<file path="src/hw/mem_pkg.sv">
package mem_pkg;

	////////////////////////////////////////
	// Widths
	////////////////////////////////////////

	localparam int DATA_W     = 16;
	localparam int ADDR_W     = 16;
	localparam int OFFSET_W   = 15;

	// Only the low offset bits reach the array
	localparam int BANK_DEPTH = 256;
	localparam int INDEX_W    = $clog2(BANK_DEPTH);

	////////////////////////////////////////
	// Access timing
	////////////////////////////////////////

	localparam int WAIT_CYCLES = 3;
	localparam int TIMER_W     = $clog2(WAIT_CYCLES + 1);

	// Bank state encoding
	localparam int         STATE_W   = 2;
	localparam logic [1:0] ST_IDLE   = 2'd0;
	localparam logic [1:0] ST_ACCESS = 2'd1;
	localparam logic [1:0] ST_DONE   = 2'd2;

	////////////////////////////////////////
	// Serial receiver window
	////////////////////////////////////////

	localparam logic [ADDR_W-1:0] UART_DATA_ADDR = 16'hBF00;
	localparam logic [ADDR_W-1:0] UART_STAT_ADDR = 16'hBF01;

	// Address word seen raw or as bank select and offset
	typedef union packed {
		logic [ADDR_W-1:0] raw;
		struct packed {
			logic                bank_hi;
			logic [OFFSET_W-1:0] offset;
		} f;
	} mem_addr_u;

endpackage

</file>
<file path="src/hw/uart_status.sv">
module uart_status
	import mem_pkg::*;
(
	input  logic       clk,
	input  logic       rst_n,
	input  logic       rx_valid,
	input  logic [7:0] rx_byte,
	input  logic       clear_ready,
	output logic       ready,
	output logic [7:0] rx_data
);

	////////////////////////////////////////
	// Ready flag
	////////////////////////////////////////

	// A new byte beats a clear in the same cycle
	always_ff @(posedge clk) begin
		if (!rst_n)
			ready <= 1'b0;
		else if (rx_valid)
			ready <= 1'b1;
		else if (clear_ready)
			ready <= 1'b0;
	end

	////////////////////////////////////////
	// Byte holding register
	////////////////////////////////////////

	always_ff @(posedge clk) begin
		if (rx_valid)
			rx_data <= rx_byte;
	end

endmodule

</file>
<file path="config.mk">
export PLATFORM = sky130hd
export DESIGN_NAME = uart_status
export DESIGN_NICKNAME = d
export VERILOG_FILES = /design/src/hw/mem_pkg.sv /design/src/hw/uart_status.sv
export SDC_FILE = /design/constraint.sdc
export NUM_CORES = 1
export LEC_CHECK = 0
export BUFFER_PORTS_ARGS = -buffer_cell sky130_fd_sc_hd__clkbuf_2
export CORE_AREA = 2 2 39 41
export CTS_CLUSTER_SIZE = 16
export DETAILED_ROUTE_END_ITERATION = 7
export DIE_AREA = 0 0 41 43
export GPL_ROUTABILITY_DRIVEN = 0
export PLACE_DENSITY = 0.56
export SYNTH_ARGS = -nofsm -noshare
export SYNTH_HDL_FRONTEND = slang
export SYNTH_SLANG_ARGS = --single-unit
</file>
<file path="constraint.sdc">
create_clock -name clk -period 0.8 [get_ports clk]
set_input_delay 0.08 -clock clk [delete_from_list [all_inputs] [get_ports clk]]
set_output_delay 0.08 -clock clk [all_outputs]
set_load 0.05 [all_outputs]
</file>
==> out/metrics.csv <==
stage;metric;value;unit
yosys;compound-gate portion of the synthesized area;0.0267;
sta;fmax;1110;MHz
final_layout;layout cell share with drive strength beyond 1;0.658;
clock_network;CTS tree;yes;
clock_network;CTS Buffer Depth;2;
clock_network;post-CTS setup buffers;0;
yosys;post-synth top area share;0.853;
pwr;Seq pwr share;0.478;
setup_path;slowest CP cell;edfxtp_1;
yosys;distinct cell type count after synthesis;4;
setup_path;WP data required;0.72;ns
final_layout;Layout area overhead;96.4;%
die;core area;1380;um^2
route;via count;211;
yosys;cell accounting for the most synthesized area;edfxtp_1;
final_layout;most frequent cells in the layout;11 x clkbuf_2, 8 x edfxtp_1, 7 x clkbuf_8;
global_route;largest net degree at the start of global routing;10;
clock_network;clk sinks;9;
yosys;register area share after synthesis;0.924;
die;Starting Density;0.203;
route;DRC;0;
global_route;first-pass GRT wire length;848;um
final_layout;Net count, final;51;
die;row count;14;
clock_network;clock-pin slew on the worst setup and hold paths;0.06;ns
pwr;Net Sw Frac;0.274;
pwr;pwr dens;2140;nW/um^2
setup_path;CP Data Arrival Time;0.82;ns
setup_path;Worst Path Max Fanout;1;
pwr;Psw;0.324;mW
yosys;Netlist Area Pre-Place;282;um^2
placement;# port buffers;20;
setup_path;Max stage delay on crit path;0.40;ns
yosys;mux contribution to synthesized area;0;
setup_path;Critical Path Start Type;flip-flop;
sta;Slew HR;0.854;
global_route;gr usage total;0.0844;
die;Die H;43;um
sta;Worst Skew;0;ns
pwr;P_int;0.861;mW
final_layout;non-filler cells, final;54;
route;WL per Instance;11.0;um
setup_path;Worst Setup Path Type;flip-flop to output port;
sta;Worst-Margin Slew;0.219;ns
yosys;largest family of logic cells by synthesized area;simple AND/OR/NAND/NOR gates;
route;first drt pass iteration count;2;
clock_network;htree depth;1;
sta;RSZ-0062 raised after global routing;yes;
yosys;Synth Instances;11;
setup_path;WP buf/inv;1;
setup_path;cells along the critical path;buf_8;
yosys;Synth Register Bits;9;
die;DIE WIDTH;41;um
clock_network;clock root cell;clkbuf_4;
global_route;number of global-route vias before repair;199;
yosys;post-synth net total;23;
yosys;Synth Warn #;0;
sta;final hold vios;0;
yosys;ranking of synthesized cells by area;edfxtp_1 85%, dfxtp_1 7.1%, nor2b_4 4.9%;
pwr;Leak;0.237;nW
pwr;VDD IR max;0.948;mV
sta;Setup violations, final;9;
outcome;status;finished, violations left;
clock_network;CTS Buf Count;3;
yosys;adder-cell area share of the yosys netlist;0;
pwr;Final Power;1.18;mW
final_layout;most common cell after layout, fill and taps aside;clkbuf_2;
die;die area;1760;um^2
placement;dpl cells;47;
worst_hold_path;Hold Path Class;primary input to flip-flop;
pwr;combinational fraction of design power;0.233;
clock_network;latest clock arrival within the worst-skew pair;0.25;ns
die;IO Count;21;
outcome;failing checks;setup timing;
sta;fin crit period;0.904;ns
final_layout;Ant. Diodes;0;
route;drt via density;3.91;
global_route;initial antenna violation count;0;
route;Routed WL;594;um
sta;final worst-path cycle share;1.13;
yosys;Synth Area in Simple Gates;0.0489;
route;drt initial violations;7;
setup_path;delay-heaviest family, CP;flip-flops;
yosys;Synth Area in XOR/XNOR;0;
flow_run;Max-Cap Viols;0;
yosys;synthesized area per cell;25.6;um^2
global_route;total gr overflow;0;
sta;setup ws final;-0.104;ns
pwr;Clk pwr share;0.289;
setup_path;Setup crit end kind;output port;
route;Antenna Nets Post-Route;0;
sta;Final Max Tran Viols;0;
-- routing by layer --
metal	vias up	routed length [um]	GRT usage
met5	-	0	0
met2	20	273	0.113
met4	0	8	0.100
met1	93	234	0.0872
li1	96	-	-
met3	2	77	0.0314
-- synth_stat cells --
| cell | count |
|---|---|
| dfxtp_1 | 1 |
| edfxtp_1 | 8 |
| nor2b_4 | 1 |
| o21a_1 | 1 |
-- kinds of logic (layout without fill, tap and decap cells) --
group	count (synthesis)	in the layout
flip-flops	9	9
AO/OA/AOI/OAI	1	1
AND/OR/NAND/NOR	1	1
buffers and inverters	0	27
-- cell type report --
| class | count | area (um^2) |
|---|---|---|
| tap | 16 | 20.0 |
| timing repair buffer | 23 | 221 |
| clock buffer | 4 | 26.3 |
| multi-input combinational | 2 | 21.3 |
| fill | 134 | 831 |
| sequential | 9 | 264 |
-- registers in the layout, summed over array words and instances, names as in the netlist --
register  cells
ready         1
rx_data       8
-- power groups by stage --
stage               clock network [mW]  logic [mW]  registers, mW
finish                           0.342       0.276          0.567
global placement                     0       0.203          0.568
detailed placement                   0       0.205          0.569
global route                     0.384       0.289          0.571
CTS                              0.364       0.276          0.566
floorplan                            0     0.00690          0.699
-- per-stage QoR --
stage                      util  instance area [um^2]  setup TNS (ns)  hold WS, ns  setup slack (ns)
final                     0.400                   553          -0.795      0.00621            -0.104
after detailed placement  0.293                   405               0        0.262             0.106
after CTS                 0.399                   552          -0.910     0.000274            -0.119
after global placement    0.293                   405               0        0.259             0.113
after global routing      0.400                   553           -1.12     0.000570            -0.144
after floorplan               -                   285               0        0.179            0.0259
-- repair_timing --
| action | 4_1_cts | 5_1_grt |
|---|---|---|
| gates resized for setup | 19 | 1 |
| setup endpoints to repair | 9 | 9 |
| hold buffers | 3 | 0 |
| pin swaps | 0 | 0 |
| endpoints found under the hold margin | 3 | 0 |
-- worst paths after layout --
path	start	end	slack, ns	depth (start not counted)
setup reg to reg	ready$_SDFFE_PN0P_	ready$_SDFFE_PN0P_	0.09	2
hold reg to reg	ready$_SDFFE_PN0P_	ready$_SDFFE_PN0P_	0.59	2
hold / removal	rx_byte[7]	rx_data[7]$_DFFE_PP_	0.006	1
setup / recovery	rx_data[3]$_DFFE_PP_	rx_data[3]	-0.10	1
Power figures use the tool's default switching activity.
