**src/hw/mem_pkg.sv**
```systemverilog
package mem_pkg;

	////////////////////////////////////////
	// Widths
	////////////////////////////////////////

	localparam int DATA_W     = 16;
	localparam int ADDR_W     = 16;
	localparam int OFFSET_W   = 15;

	// Only the low offset bits reach the array
	localparam int BANK_DEPTH = 256;
	localparam int INDEX_W    = $clog2(BANK_DEPTH);

	////////////////////////////////////////
	// Access timing
	////////////////////////////////////////

	localparam int WAIT_CYCLES = 3;
	localparam int TIMER_W     = $clog2(WAIT_CYCLES + 1);

	// Bank state encoding
	localparam int         STATE_W   = 2;
	localparam logic [1:0] ST_IDLE   = 2'd0;
	localparam logic [1:0] ST_ACCESS = 2'd1;
	localparam logic [1:0] ST_DONE   = 2'd2;

	////////////////////////////////////////
	// Serial receiver window
	////////////////////////////////////////

	localparam logic [ADDR_W-1:0] UART_DATA_ADDR = 16'hBF00;
	localparam logic [ADDR_W-1:0] UART_STAT_ADDR = 16'hBF01;

	// Address word seen raw or as bank select and offset
	typedef union packed {
		logic [ADDR_W-1:0] raw;
		struct packed {
			logic                bank_hi;
			logic [OFFSET_W-1:0] offset;
		} f;
	} mem_addr_u;

endpackage

```
**src/hw/bank_fsm.sv**
```systemverilog
module bank_fsm
	import mem_pkg::*;
(
	input  logic                clk,
	input  logic                rst_n,
	input  logic                need_to_work,
	input  logic                write,
	input  logic [OFFSET_W-1:0] offset,
	input  logic [DATA_W-1:0]   wdata,
	output logic                bank_done,
	output logic [DATA_W-1:0]   bank_rdata
);

	logic [STATE_W-1:0] state;
	logic               start;
	logic               expired;
	logic               rd_en;
	logic               we;

	////////////////////////////////////////
	// Sequencing
	////////////////////////////////////////

	assign start     = (state == ST_IDLE) && need_to_work;
	assign rd_en     = (state == ST_ACCESS) && expired;
	assign bank_done = (state == ST_DONE);

	// Write lands at the edge closing the done cycle
	assign we = bank_done && write;

	always_ff @(posedge clk) begin
		if (!rst_n) begin
			state <= ST_IDLE;
		end else begin
			case (state)
				ST_IDLE:   if (need_to_work) state <= ST_ACCESS;
				ST_ACCESS: if (expired) state <= ST_DONE;
				default:   state <= ST_IDLE;
			endcase
		end
	end

	wait_timer timer_inst (
		.clk     (clk),
		.rst_n   (rst_n),
		.start   (start),
		.expired (expired)
	);

	sram_bank sram_inst (
		.clk   (clk),
		.we    (we),
		.rd_en (rd_en),
		.index (offset[INDEX_W-1:0]),
		.wdata (wdata),
		.rdata (bank_rdata)
	);

	a_done_pulse: assert property (
		@(posedge clk) disable iff (!rst_n)
		bank_done |=> !bank_done
	) else $error("bank_done held longer than one cycle");

endmodule

```
**src/hw/sram_bank.sv**
```systemverilog
module sram_bank
	import mem_pkg::*;
(
	input  logic               clk,
	input  logic               we,
	input  logic               rd_en,
	input  logic [INDEX_W-1:0] index,
	input  logic [DATA_W-1:0]  wdata,
	output logic [DATA_W-1:0]  rdata
);

	logic [DATA_W-1:0] mem [BANK_DEPTH];

	// Write port
	always_ff @(posedge clk) begin
		if (we)
			mem[index] <= wdata;
	end

	// Read data lands one edge after rd_en
	always_ff @(posedge clk) begin
		if (rd_en)
			rdata <= mem[index];
	end

endmodule

```
**src/hw/wait_timer.sv**
```systemverilog
module wait_timer
	import mem_pkg::*;
(
	input  logic clk,
	input  logic rst_n,
	input  logic start,
	output logic expired
);

	logic [TIMER_W-1:0] count;

	// Down-counter whose expired flag sticks until the next start
	always_ff @(posedge clk) begin
		if (!rst_n) begin
			count   <= '0;
			expired <= 1'b0;
		end else if (start) begin
			count   <= TIMER_W'(WAIT_CYCLES);
			expired <= 1'b0;
		end else if (count != '0) begin
			count <= count - 1'b1;
			if (count == TIMER_W'(1))
				expired <= 1'b1;
		end
	end

	// A bank never restarts mid-wait
	a_no_restart: assert property (
		@(posedge clk) disable iff (!rst_n)
		start |-> (count == '0)
	) else $error("wait_timer restarted while counting");

endmodule

```
**config.mk**
```make
export PLATFORM = sky130hd
export DESIGN_NAME = bank_fsm
export DESIGN_NICKNAME = d
export VERILOG_FILES = /design/src/hw/mem_pkg.sv /design/src/hw/bank_fsm.sv /design/src/hw/sram_bank.sv /design/src/hw/wait_timer.sv
export SDC_FILE = /design/constraint.sdc
export NUM_CORES = 2
export LEC_CHECK = 0
export BUFFER_PORTS_ARGS = -buffer_cell sky130_fd_sc_hd__buf_4
export CORE_ASPECT_RATIO = 0.9
export CORE_MARGIN = 5
export CORE_UTILIZATION = 55
export CTS_CLUSTER_SIZE = 30
export DETAILED_ROUTE_END_ITERATION = 7
export HOLD_SLACK_MARGIN = 0.03
export PLACE_DENSITY = 0.71
export SYNTH_ARGS = -nofsm -noshare
export SYNTH_HDL_FRONTEND = slang
export SYNTH_HIERARCHICAL = 1
export SYNTH_SLANG_ARGS = --single-unit
```
**constraint.sdc**
```tcl
create_clock -name clk -period 9 [get_ports clk]
set_input_delay 0.45 -clock clk [delete_from_list [all_inputs] [get_ports clk]]
set_output_delay 0.45 -clock clk [all_outputs]
set_load 0.03 [all_outputs]
```
==> summary.md <==
| Metric | Value |
|---|---|
| Initial DRC count | `10882` |
| Setup total negative slack | `0 ps` |
| Clock Latency Late Sink | `900 ps` |
| Clock tree from TritonCTS | `yes` |
| Gr ovfl total | `0` |
| Worst path required time | `9570 ps` |
| Die ar. | `0.2940 mm²` |
| Status | `finished, violations left` |
| Synth async-reset ratio | `0%` |
| Critical Path AT | `4900 ps` |
| Final Critical Period | `4327 ps` |
| # IOs | `52` |
| IR Drop Worst-Case VDD | `0.1633 mV` |
| Max-slew violations | `2` |
| Hold Crit Class | `input port to register` |
| Largest net degree at the start of global routing | `163` |
| Die width | `571.0 µm` |
| Crit Reg-Reg Startpoint | `state[1]` |
| Number of flops mapped to enable cells by yosys | `4112` |
| Synth top cells by count | `edfxtp_1 (4112), mux4_2 (1024), a22oi_1 (512)` |
| Fraction of layout instances using a drive strength above 1 | `27.91%` |
| Initial antenna violation count | `30` |
| Worst r2r path cells | `8` |
| Worst hold endpoint | `sram_inst/mem[201][7]` |
| Highest routed layer | `met5` |
| Worst-Margin Slew | `1542 ps` |
| DRC | `0` |
| Worst relative slew slack | `-4.138%` |
| HPWL after DPL | `211.3 mm` |
| Gate Count Post-Synth | `6752` |
| CTS Buffer Depth | `4` |
| Die Y | `514.9 µm` |
| Wire per inst | `33.60 µm` |
| Dominant synthesized flop cell | `edfxtp_1` |
| Netlist cell types | `29` |
| Total track usage | `25.67%` |
| Setup crit end kind | `register` |
| Max Fanout on Critical Path | `48` |
| Worst hold stages | `1` |
| TritonCTS buffer count | `392` |
| Avg Inst Size Synth | `23.07 µm²` |
| Seq/Total Area, Yosys | `79.32%` |
| Vias per cell | `6.675` |
| Area added between synthesis and finish | `12.57%` |
| Startpoint of the worst hold path | `wdata[7]` |
| Fmax | `231.1 MHz` |
| Final Hold Fails | `0` |
| Clk_skew | `46.68 ps` |
| Fin crit share | `48.08%` |
| Clock sink total | `4117` |
| M1 WL | `140.1 mm` |
| Mapped Area | `0.1558 mm²` |
| # Max-Cap Violations | `1` |
| Vias post-DR | `74972` |
| Vias in the first global route | `74721` |
| Final core occ | `62.15%` |
| Reg2reg end | `sram_inst/mem[237][7]` |
| First-pass GRT wire length | `542.3 mm` |
| H-tree depth | `5` |
| Met2 wire length | `178.5 mm` |
| Total wire length | `377.4 mm` |
| Cell taking the most area after synthesis | `edfxtp_1` |
| Fin nets | `7191` |
| # setup viols final | `0` |
| CP Launch Type | `input port` |
| IO Port Bufs | `44` |
| Count leader, synth | `edfxtp_1` |
| Leak Pwr | `53.83 nW` |
| Yosys reg bits | `4117` |
| PwrDens | `222.6 mW/mm²` |
| Synth top area cells | `edfxtp_1 (79%), mux4_2 (15%), a22oi_1 (2.5%)` |
| RSZ-0062 raised after global routing | `false` |
| FP Rows | `185` |
| Top-area cell type share of the netlist area | `79.26%` |
| Root Driver | `clkbuf_16` |
| Clock transition at path regs | `60 ps` |
| FF-to-FF setup slack | `4990 ps` |
| Syn. warnings | `6` |
| Synthesized net count | `6789` |
| CP Class | `input port to register` |
| TritonRoute pass-1 iters | `6` |
| Initial cell density of the core | `55.22%` |
| Routability cong. | `0.8258` |
| CORE AREA | `0.2822 mm²` |
| Failing checks | `max-capacitance violations, max-slew violations` |
| Routed Antenna Nets | `0` |
| Met3 Wirelength | `43.67 mm` |
==> power by group <==
group | internal (mW) | total (mW) | switching, mW
Combinational | 0.562 | 1.66 | 1.10
Clock | 9.33 | 16.3 | 6.95
Sequential | 21.1 | 21.1 | 0.00538
Total | 31.0 | 39.0 | 8.05
==> cell type report <==
| type | instances | area, µm² |
|---|---|---|
| antenna | 20 | 50.05 |
| clock buffer | 467 | 10220 |
| clock inverter | 244 | 2457 |
| fill | 18322 | 106800 |
| inverter | 3 | 11.26 |
| multi-input combinational | 2212 | 30800 |
| sequential | 4117 | 123600 |
| tap | 3740 | 4679 |
| timing repair buffer | 428 | 3586 |
==> cells by family after synthesis <==
| family | share of synthesized area (%) |
|---|---|
| adders and majority gates | 0.01606 |
| buffers and inverters | 1.239 |
| xor gates and xnor gates | 0.005623 |
| and+or+nand+nor | 0.9484 |
| AOI/OAI and AO/OA | 3.662 |
| muxes | 14.81 |
| DFF | 79.32 |
==> critical path, cell delays in order <==
cell and delay (ps):
buf_16 270, buf_4 670, buf_4 710, mux4_2 600
a22oi_1 450, a21oi_1 240, o41ai_1 1180, nand4_1 180
==> how the worst max path moves through the flow <==
stage	startpoint	to	slack [ps]
floorplan	offset[0]	sram_inst/mem[145][0]	5850
global placement	offset[0]	sram_inst/rdata[6]	3730
detailed placement	offset[0]	sram_inst/rdata[12]	3710
CTS	offset[0]	sram_inst/rdata[12]	4690
global route	offset[0]	sram_inst/rdata[1]	4530
finish	offset[0]	sram_inst/rdata[6]	4670
==> registers in the layout (all words and copies together), names as in the netlist <==
signal              flops
timer_inst/expired      1
sram_inst/rdata        16
state                   2
sram_inst/mem        4096
timer_inst/count        2
==> what timing repair did <==
item / CTS / global route
buffers inserted: 0 / 0
hold buffers: 11 / 0
endpoints found under the hold margin: 204 / 0
resized for setup: 0 / 0
==> stage by stage <==
step	area [µm²]	hold slack, ps	setup WS (ps)	power [mW]	instances
after global routing	175300	70.67	4526	40.18	11216
after global placement	162500	475.8	3733	23.13	10488
after CTS	175300	38.63	4687	39.26	11210
after detailed placement	162500	487.9	3713	23.17	10488
after floorplan	155800	454.7	5852	22.40	6752
final	175400	66.01	4673	39.04	11231
==> layout by cell type (no fill, tap or decap), types with 3 or more instances in the layout <==
cell	synthesis	final
a21oi_1	257	257
a22oi_1	512	512
buf_12	0	16
buf_4	16	382
buf_8	0	17
bufinv_16	0	42
clkbuf_1	249	69
clkbuf_16	0	398
clkinv_1	0	86
clkinv_16	0	4
clkinv_2	0	78
clkinv_4	0	7
clkinv_8	0	6
clkinvlp_4	0	13
dfxtp_1	5	5
diode_2	0	20
dlygate4sd3_1	0	11
edfxtp_1	4112	4112
inv_1	3	3
inv_16	0	3
inv_6	0	4
mux4_2	1024	1024
nand2_1	29	28
nand2b_1	9	7
nand3_1	13	6
nand3_2	0	7
nand4_1	16	16
nor2_1	235	220
nor2_2	0	14
nor2b_2	0	3
nor3_2	0	20
nor3_4	0	10
o41ai_1	64	41
o41ai_2	0	23
==> layer usage <==
metal  track usage (%)  vias to the layer above
met5                 0                        -
met4             9.399                       12
met3             5.873                      702
met2             39.08                     4584
met1             37.12                    39732
li1                  -                    29942
Power figures use the tool's default switching activity.
