File: src/hw/mem_pkg.sv
package mem_pkg;

	////////////////////////////////////////
	// Widths
	////////////////////////////////////////

	localparam int DATA_W     = 16;
	localparam int ADDR_W     = 16;
	localparam int OFFSET_W   = 15;

	// Only the low offset bits reach the array
	localparam int BANK_DEPTH = 256;
	localparam int INDEX_W    = $clog2(BANK_DEPTH);

	////////////////////////////////////////
	// Access timing
	////////////////////////////////////////

	localparam int WAIT_CYCLES = 3;
	localparam int TIMER_W     = $clog2(WAIT_CYCLES + 1);

	// Bank state encoding
	localparam int         STATE_W   = 2;
	localparam logic [1:0] ST_IDLE   = 2'd0;
	localparam logic [1:0] ST_ACCESS = 2'd1;
	localparam logic [1:0] ST_DONE   = 2'd2;

	////////////////////////////////////////
	// Serial receiver window
	////////////////////////////////////////

	localparam logic [ADDR_W-1:0] UART_DATA_ADDR = 16'hBF00;
	localparam logic [ADDR_W-1:0] UART_STAT_ADDR = 16'hBF01;

	// Address word seen raw or as bank select and offset
	typedef union packed {
		logic [ADDR_W-1:0] raw;
		struct packed {
			logic                bank_hi;
			logic [OFFSET_W-1:0] offset;
		} f;
	} mem_addr_u;

endpackage

File: src/hw/ram_controller.sv
module ram_controller
	import mem_pkg::*;
(
	input  logic              mem_rd,
	input  logic              mem_wr,
	input  logic [ADDR_W-1:0] addr,
	input  logic              ram1_done,
	input  logic [DATA_W-1:0] ram1_rdata,
	input  logic              ram2_done,
	input  logic [DATA_W-1:0] ram2_rdata,
	input  logic              ready,
	input  logic [7:0]        rx_data,
	output logic              ram1_need_to_work,
	output logic              ram2_need_to_work,
	output logic              work_done,
	output logic [DATA_W-1:0] feedback,
	output logic              clear_ready
);

	mem_addr_u a;

	assign a.raw = addr;

	always_comb begin
		ram1_need_to_work = 1'b0;
		ram2_need_to_work = 1'b0;
		work_done         = 1'b0;
		feedback          = '0;
		clear_ready       = 1'b0;
		if (mem_rd || mem_wr) begin
			if (a.raw == UART_STAT_ADDR) begin
				// Transmitter always idle so bit 0 stays set
				work_done = 1'b1;
				feedback  = {14'h3FFF, ready, 1'b1};
			end else if (a.raw == UART_DATA_ADDR) begin
				work_done   = 1'b1;
				feedback    = {8'h00, rx_data};
				clear_ready = mem_rd;
			end else if (a.f.bank_hi) begin
				if (ram1_done) begin
					work_done = 1'b1;
					feedback  = ram1_rdata;
				end else begin
					ram1_need_to_work = 1'b1;
				end
			end else begin
				if (ram2_done) begin
					work_done = 1'b1;
					feedback  = ram2_rdata;
				end else begin
					ram2_need_to_work = 1'b1;
				end
			end
		end
	end

	// Requester protocol
	always_comb begin
		assert (!(mem_rd && mem_wr)) else $error("mem_rd and mem_wr both high");
	end

endmodule

File: config.mk
export PLATFORM = sky130hd
export DESIGN_NAME = ram_controller
export DESIGN_NICKNAME = d
export VERILOG_FILES = /design/src/hw/mem_pkg.sv /design/src/hw/ram_controller.sv
export SDC_FILE = /design/constraint.sdc
export NUM_CORES = 1
export LEC_CHECK = 0
export ABC_AREA = 1
export BUFFER_PORTS_ARGS = -buffer_cell sky130_fd_sc_hd__buf_2
export CAP_MARGIN = 20
export CORE_UTILIZATION = 40
export DETAILED_ROUTE_END_ITERATION = 8
export PLACE_DENSITY = 0.87
export SETUP_SLACK_MARGIN = 0.5
export SKIP_LAST_GASP = 1
export SLEW_MARGIN = 20
export SYNTH_ARGS = -nofsm -noshare
export SYNTH_HDL_FRONTEND = slang
export SYNTH_SLANG_ARGS = --single-unit
File: constraint.sdc
create_clock -name vclk -period 3.7
set_input_delay 0.74 -clock vclk [all_inputs]
set_output_delay 0.74 -clock vclk [all_outputs]
set_load 0.03 [all_outputs]
==> results of run 1 <==
how the worst max path moves through the flow:
stage / cells after the start / start / endpoint
2_1_floorplan: 7 / addr[7] / ram1_need_to_work
3_3_place_gp: 9 / addr[15] / feedback[1]
3_5_place_dp: 9 / addr[15] / feedback[1]
4_1_cts: 9 / addr[15] / feedback[1]
5_1_grt: 10 / addr[15] / feedback[3]
6_report: 9 / addr[15] / feedback[1]
layout by cell type (no fill, tap or decap), drive strengths merged:
cell     n
buf     82
nand2   79
nand3   17
nor2    17
inv     16
a21oi   10
nand3b   1
clkinv   1
o21ai    1
nor3     1
power by group:
group          internal (mW)  total, mW  switching (mW)  leakage, nW
logic                 0.0509      0.122          0.0714        0.790
clock network              0          0               0            0
registers                  0          0               0            0
cells by family (layout without fill, tap and decap cells):
| family | count (synthesis) | in the layout |
|---|---|---|
| compound gates | 11 | 11 |
| buf+inv | 23 | 99 |
| simple gates | 115 | 115 |
worst max-delay path, delay by kind of cell:
family	cells	cell delay [ps]
simple gates	5	820
buf+inv	3	340
compound gates	1	250
cell usage after synthesis:
library cell / instances
nor2_2: 3
buf_4: 2
nor2_4: 1
buf_1: 1
buf_8: 1
nand2_1: 68
nor2_1: 12
nand3b_1: 1
nor2_8: 1
a21oi_1: 2
buf_6: 2
nand3_2: 2
inv_1: 15
o21ai_0: 1
nor3_1: 1
nand2_2: 10
a21oi_2: 8
nand3_1: 15
clkinv_1: 1
inv_2: 1
nand2_8: 1
final cells by class:
class / count / area share
multi-input cells: 126 / 0.5519
well taps: 25 / 0.02759
inverters: 17 / 0.05629
repair buffers: 82 / 0.3642
per-layer routing:
layer  track usage  wire, µm  up-vias
met2        0.4493      1052       41
met4       0.01212         0        0
li1              -         -      608
met5             0         0        -
met3       0.01200       126        0
met1        0.2381       894      459
==> flow_summary.toml, run 1 <==
[yosys]
yosys.area_share.xor_xnor = 0
synthAdderAreaFrac = 0
yosysTopAreaCellShare = 0.3423
syn_area_per_cell_um2 = 5.005
ys_seq_area_frac = 0
yosysWarnings = 0
syn_nets = 210
yosys.area_share.simple = 0.7248
synthTopCellsByArea = "nand2_1 (34%), nand3_1 (10%), a21oi_2 (9.4%)"
muxShareOfSynthArea = 0
ys_types = 21
synth_top_cell_by_area = "nand2_1"
synth_top_family_by_area = "simple AND/OR/NAND/NOR gates"
netlist_area_um2 = 745.7
synth_compound_area_frac = 0.1141
synth_cells = 149

[global_routing]
grt_start_max_net_pins = 20
gr-total-overflow = 0
grt_usage = 0.2140
grt_pass1_wl_um = 3484
grt_pass1_vias = 912
antenna_found_initial = 0

[run_status]
status = "completed"

[finish]
drive_above_1_share = 0.4844
seq_cell_count = 0
diodes = 0
n_clock_buffer = 0
fin_util = 0.6495
nets = 288
ff_latch_area_um2 = 0
nFillCells = 205
multi_input_area_um2 = 625.6
area_growth_pct = 52.01
finalNonFillerCells = 250
fin_area_um2 = 1134

[route]
vias = 1108
drt_iter0_drc = 10
final_antenna_net_count = 0
totalWireLength_um = 2074
via_per_inst = 4.432
wl_per_cell_um = 8.296
firstDrtPassIters = 4
drcViolationCount = 0

[timing]
fmax_mhz = 343.9
worst_slack_ps = 792.3
fin_crit_ps = 2908
hold_viol = 0
rsz0062_at_grt = "false"
setup_tns_ps = 0
finalCritPeriodShare = 0.7859
relSlewSlack = 0.5745
slew_viol_final = 0
worstMarginPinSlew_ps = 637.6
holdWs_ps = 1787
setup_viol = 0

[floorplan]
die_w_um = 45.18
initial_core_util = 0.4272
dieArea_um2 = 2041
ios = 81
fp-row-count = 15
core_um2 = 1745
die_h_um = 45.18

[place]
placed_cells = 250
dp_slack_ps = 788.5
post-dp-hpwl_um = 1671
io_buffers = 81
globalplace.congestion = 0.7588
place_area_um2 = 1134

[power]
vdd_drop_max_mv = 0.07813
power.total_uw = 122.3
power_density_nw_per_um2 = 107.8
p_leak_nw = 0.7901

[critical_path]
critPathLaunchType = "input port"
worstPathMaxFanout = 19
cp_slowest_stage_delay_ps = 350
crit_required_ps = 2960
crit_arrival_ps = 2170
path_cells = "buf_2 > inv_2 > nor2_2 > nand2_2 > nor2_4 > nand2_2 > o21ai_0 > nor2_1 > buf_2"
worstSetupEndpointType = "output pin"
cpMaxStageDelayCell = "nand2_2"
crit_type = "in -> out"

[hold_path]
hold-path-cell-count = 3
min_path_type = "in -> out"
hold_start = "ram2_done"
whs_endpoint = "ram2_need_to_work"

[clock_tree]
cts-hold-fix-buffers = 0
cts_setup_buffers = 0
ctsResizeCount = 0

[flow_run]
maxCapViolCount = 0
No activity file was read; power rests on OpenSTA's default activity.
==> run 2, diff against run 1 <==
Settings changed: ABC_AREA 1 to 0, CORE_UTILIZATION 40 to 34, PLACE_DENSITY 0.87 to 0.8.
Clock period 3.7 ns to 2.8 ns, I/O delays scaled along.
==> run 2 against run 1 <==
Sequential share of layout area unchanged. Wire length rose by 22%. Total power increased by 43%. Hold slack got worse by 260 ps. Via count decreased by 9.1%. Global-route usage grew 1.7 points. Critical path depth down 3. Non-clock buffer count increased by 3. First-iteration DRC count increased by 10%. Highest routed layer is now met4. Area after synthesis down 14%. Combinational power up 43%. Count of clock-buffer cells in the layout unchanged.
==> flow_summary.toml, run 2 <==
[power]
switchingPower_uw = 92.40
sequentialPowerShare = 0
p_leak_nw = 0.6716
intPower_uw = 83.03
p_comb_frac = 1.000
power_density_nw_per_um2 = 152.4
clkPwrFrac = 0
vdd_drop_max_mv = 0.07280
swShare = 0.5267

[timing]
rsz0062_at_grt = "true"
setup_tns_ps = 0
setup_viol = 0
hold_viol = 0
finalCritPeriodShare = 0.8363
relSlewSlack = 0.7929
fmax_mhz = 427.0
worstMarginPinSlew_ps = 309.3
slew_viol_final = 0
fin_crit_ps = 2342

[run_status]
status = "completed"

[finish]
final_cell_mix = "buf_2 (62), buf_4 (19), o21ai_0 (11)"
fin_util = 0.6595
nFillCells = 161
area_growth_pct = 78.64
multi_input_area_um2 = 621.8
final_common_cell = "buf_2"
diodes = 0
seq_cell_count = 0
ff_latch_area_um2 = 0
drive_above_1_share = 0.6149
nets = 224
n_clock_buffer = 0

[route]
highest_layer = "met4"
wl_met3_um = 94
totalWireLength_um = 2524
drt_iter0_drc = 11
drt-met1-wl_um = 933
wl_per_cell_um = 13.57
firstDrtPassIters = 4
drcViolationCount = 0
wl_met2_um = 1402
via_per_inst = 5.414
vias = 1007
final_antenna_net_count = 0

[yosys]
synth_common_cells = "o21ai_0 (11), a22oi_1 (8), mux2i_1 (8)"
ys_types = 30
netlist_area_um2 = 644.4
syn_area_per_cell_um2 = 7.581
synth_top_cell_by_area = "mux2i_1"
yosysTopAreaCellShare = 0.1243
synth_cells = 85
synthTopCellsByArea = "mux2i_1 (12%), and3b_1 (9.5%), a22oi_1 (9.3%)"
synth_most_common_cell = "o21ai_0"
syn_nets = 146
yosysWarnings = 0
ys_seq_area_frac = 0

[floorplan]
dieArea_um2 = 2073
core_um2 = 1745
ios = 81
die_h_um = 45.54
die_w_um = 45.54
initial_core_util = 0.3692
fp-row-count = 15

[global_routing]
grt_start_max_net_pins = 23
gr-total-overflow = 0
grt_usage = 0.2306
antenna_found_initial = 0
grt_pass1_vias = 944
grt_pass1_wl_um = 3636

[critical_path]
worstSetupEndpointType = "output pin"
cp_slowest_stage_delay_ps = 350
critPathLaunchType = "input port"
cpMaxStageDelayCell = "nor4b_4"
crit_arrival_ps = 1780
crit_required_ps = 2240
endpoint = "ram1_need_to_work"
cp-startpoint = "addr[2]"
path_cells = "buf_6 > nor4b_4 > nand4_1 > buf_2 > and4b_1 > buf_2"
worstPathMaxFanout = 5
crit_top_cell = "buf_2"
crit_type = "in -> out"

[place]
globalplace.congestion = 0.7395
post-dp-hpwl_um = 1970
io_buffers = 81

[clock_tree]
cts-hold-fix-buffers = 0

[hold_path]
min_path_type = "in -> out"

[flow_run]
maxCapViolCount = 0
==> run 2: power by group through the flow <==
stage / Combinational [mW] / Sequential, mW / Clock, mW
after floorplan: 0.0894 / 0 / 0
after global placement: 0.155 / 0 / 0
after detailed placement: 0.159 / 0 / 0
after CTS: 0.169 / 0 / 0
after global routing: 0.189 / 0 / 0
final: 0.175 / 0 / 0
==> run 2: logic make-up (layout without fill, tap and decap cells) <==
logic type | after synthesis | after routing | synth area share
AO/OA/AOI/OAI | 32 | 32 | 0.3262
multiplexers | 9 | 9 | 0.1476
AND/OR/NAND/NOR | 35 | 35 | 0.4524
buffers and inverters | 9 | 85 | 0.07378
==> run 2: critical path, delay by kind of cell <==
family	cells	cell delay, ps
buf+inv	3	470
simple gates	3	740
==> run 2: how the worst min path moves through the flow <==
stage,slack (ps),from,to,cells past startpoint
2_1_floorplan,1240,ram2_done,ram2_need_to_work,1
3_3_place_gp,1510,ram2_done,ram2_need_to_work,3
3_5_place_dp,1510,ram2_done,ram2_need_to_work,3
4_1_cts,1510,ram2_done,ram2_need_to_work,3
5_1_grt,1530,ram2_done,ram2_need_to_work,3
6_report,1520,ram2_done,ram2_need_to_work,3
==> run 2: timing repair <==
action / CTS / global route
buffers inserted: 0 / 0
gates cloned: 0 / 1
gates resized for setup: 17 / 16
pin swaps: 3 / 4
endpoints found under the setup margin: 19 / 19
==> run 2: per-layer routing <==
metal	vias up	global-route usage
li1	497	-
met1	462	0.2518
met2	40	0.4486
met3	8	0
met4	0	0.1152
met5	-	0
==> run 2: layout make-up <==
class,count,share of cell area
timing repair buffer,85,0.4326
multi-input combinational,76,0.5402
tap,25,0.02717
==> run 2: stage by stage <==
step | worst slack, ps | power (mW) | std cells | cell area (µm²) | hold slack [ps]
2_1_floorplan | 268.0 | 0.08944 | 85 | 644.4 | 1235
3_3_place_gp | 424.2 | 0.1551 | 185 | 1056 | 1508
3_5_place_dp | 372.6 | 0.1594 | 185 | 1056 | 1513
4_1_cts | 457.0 | 0.1688 | 185 | 1111 | 1515
5_1_grt | 372.6 | 0.1890 | 186 | 1151 | 1534
6_report | 458.3 | 0.1754 | 186 | 1151 | 1522
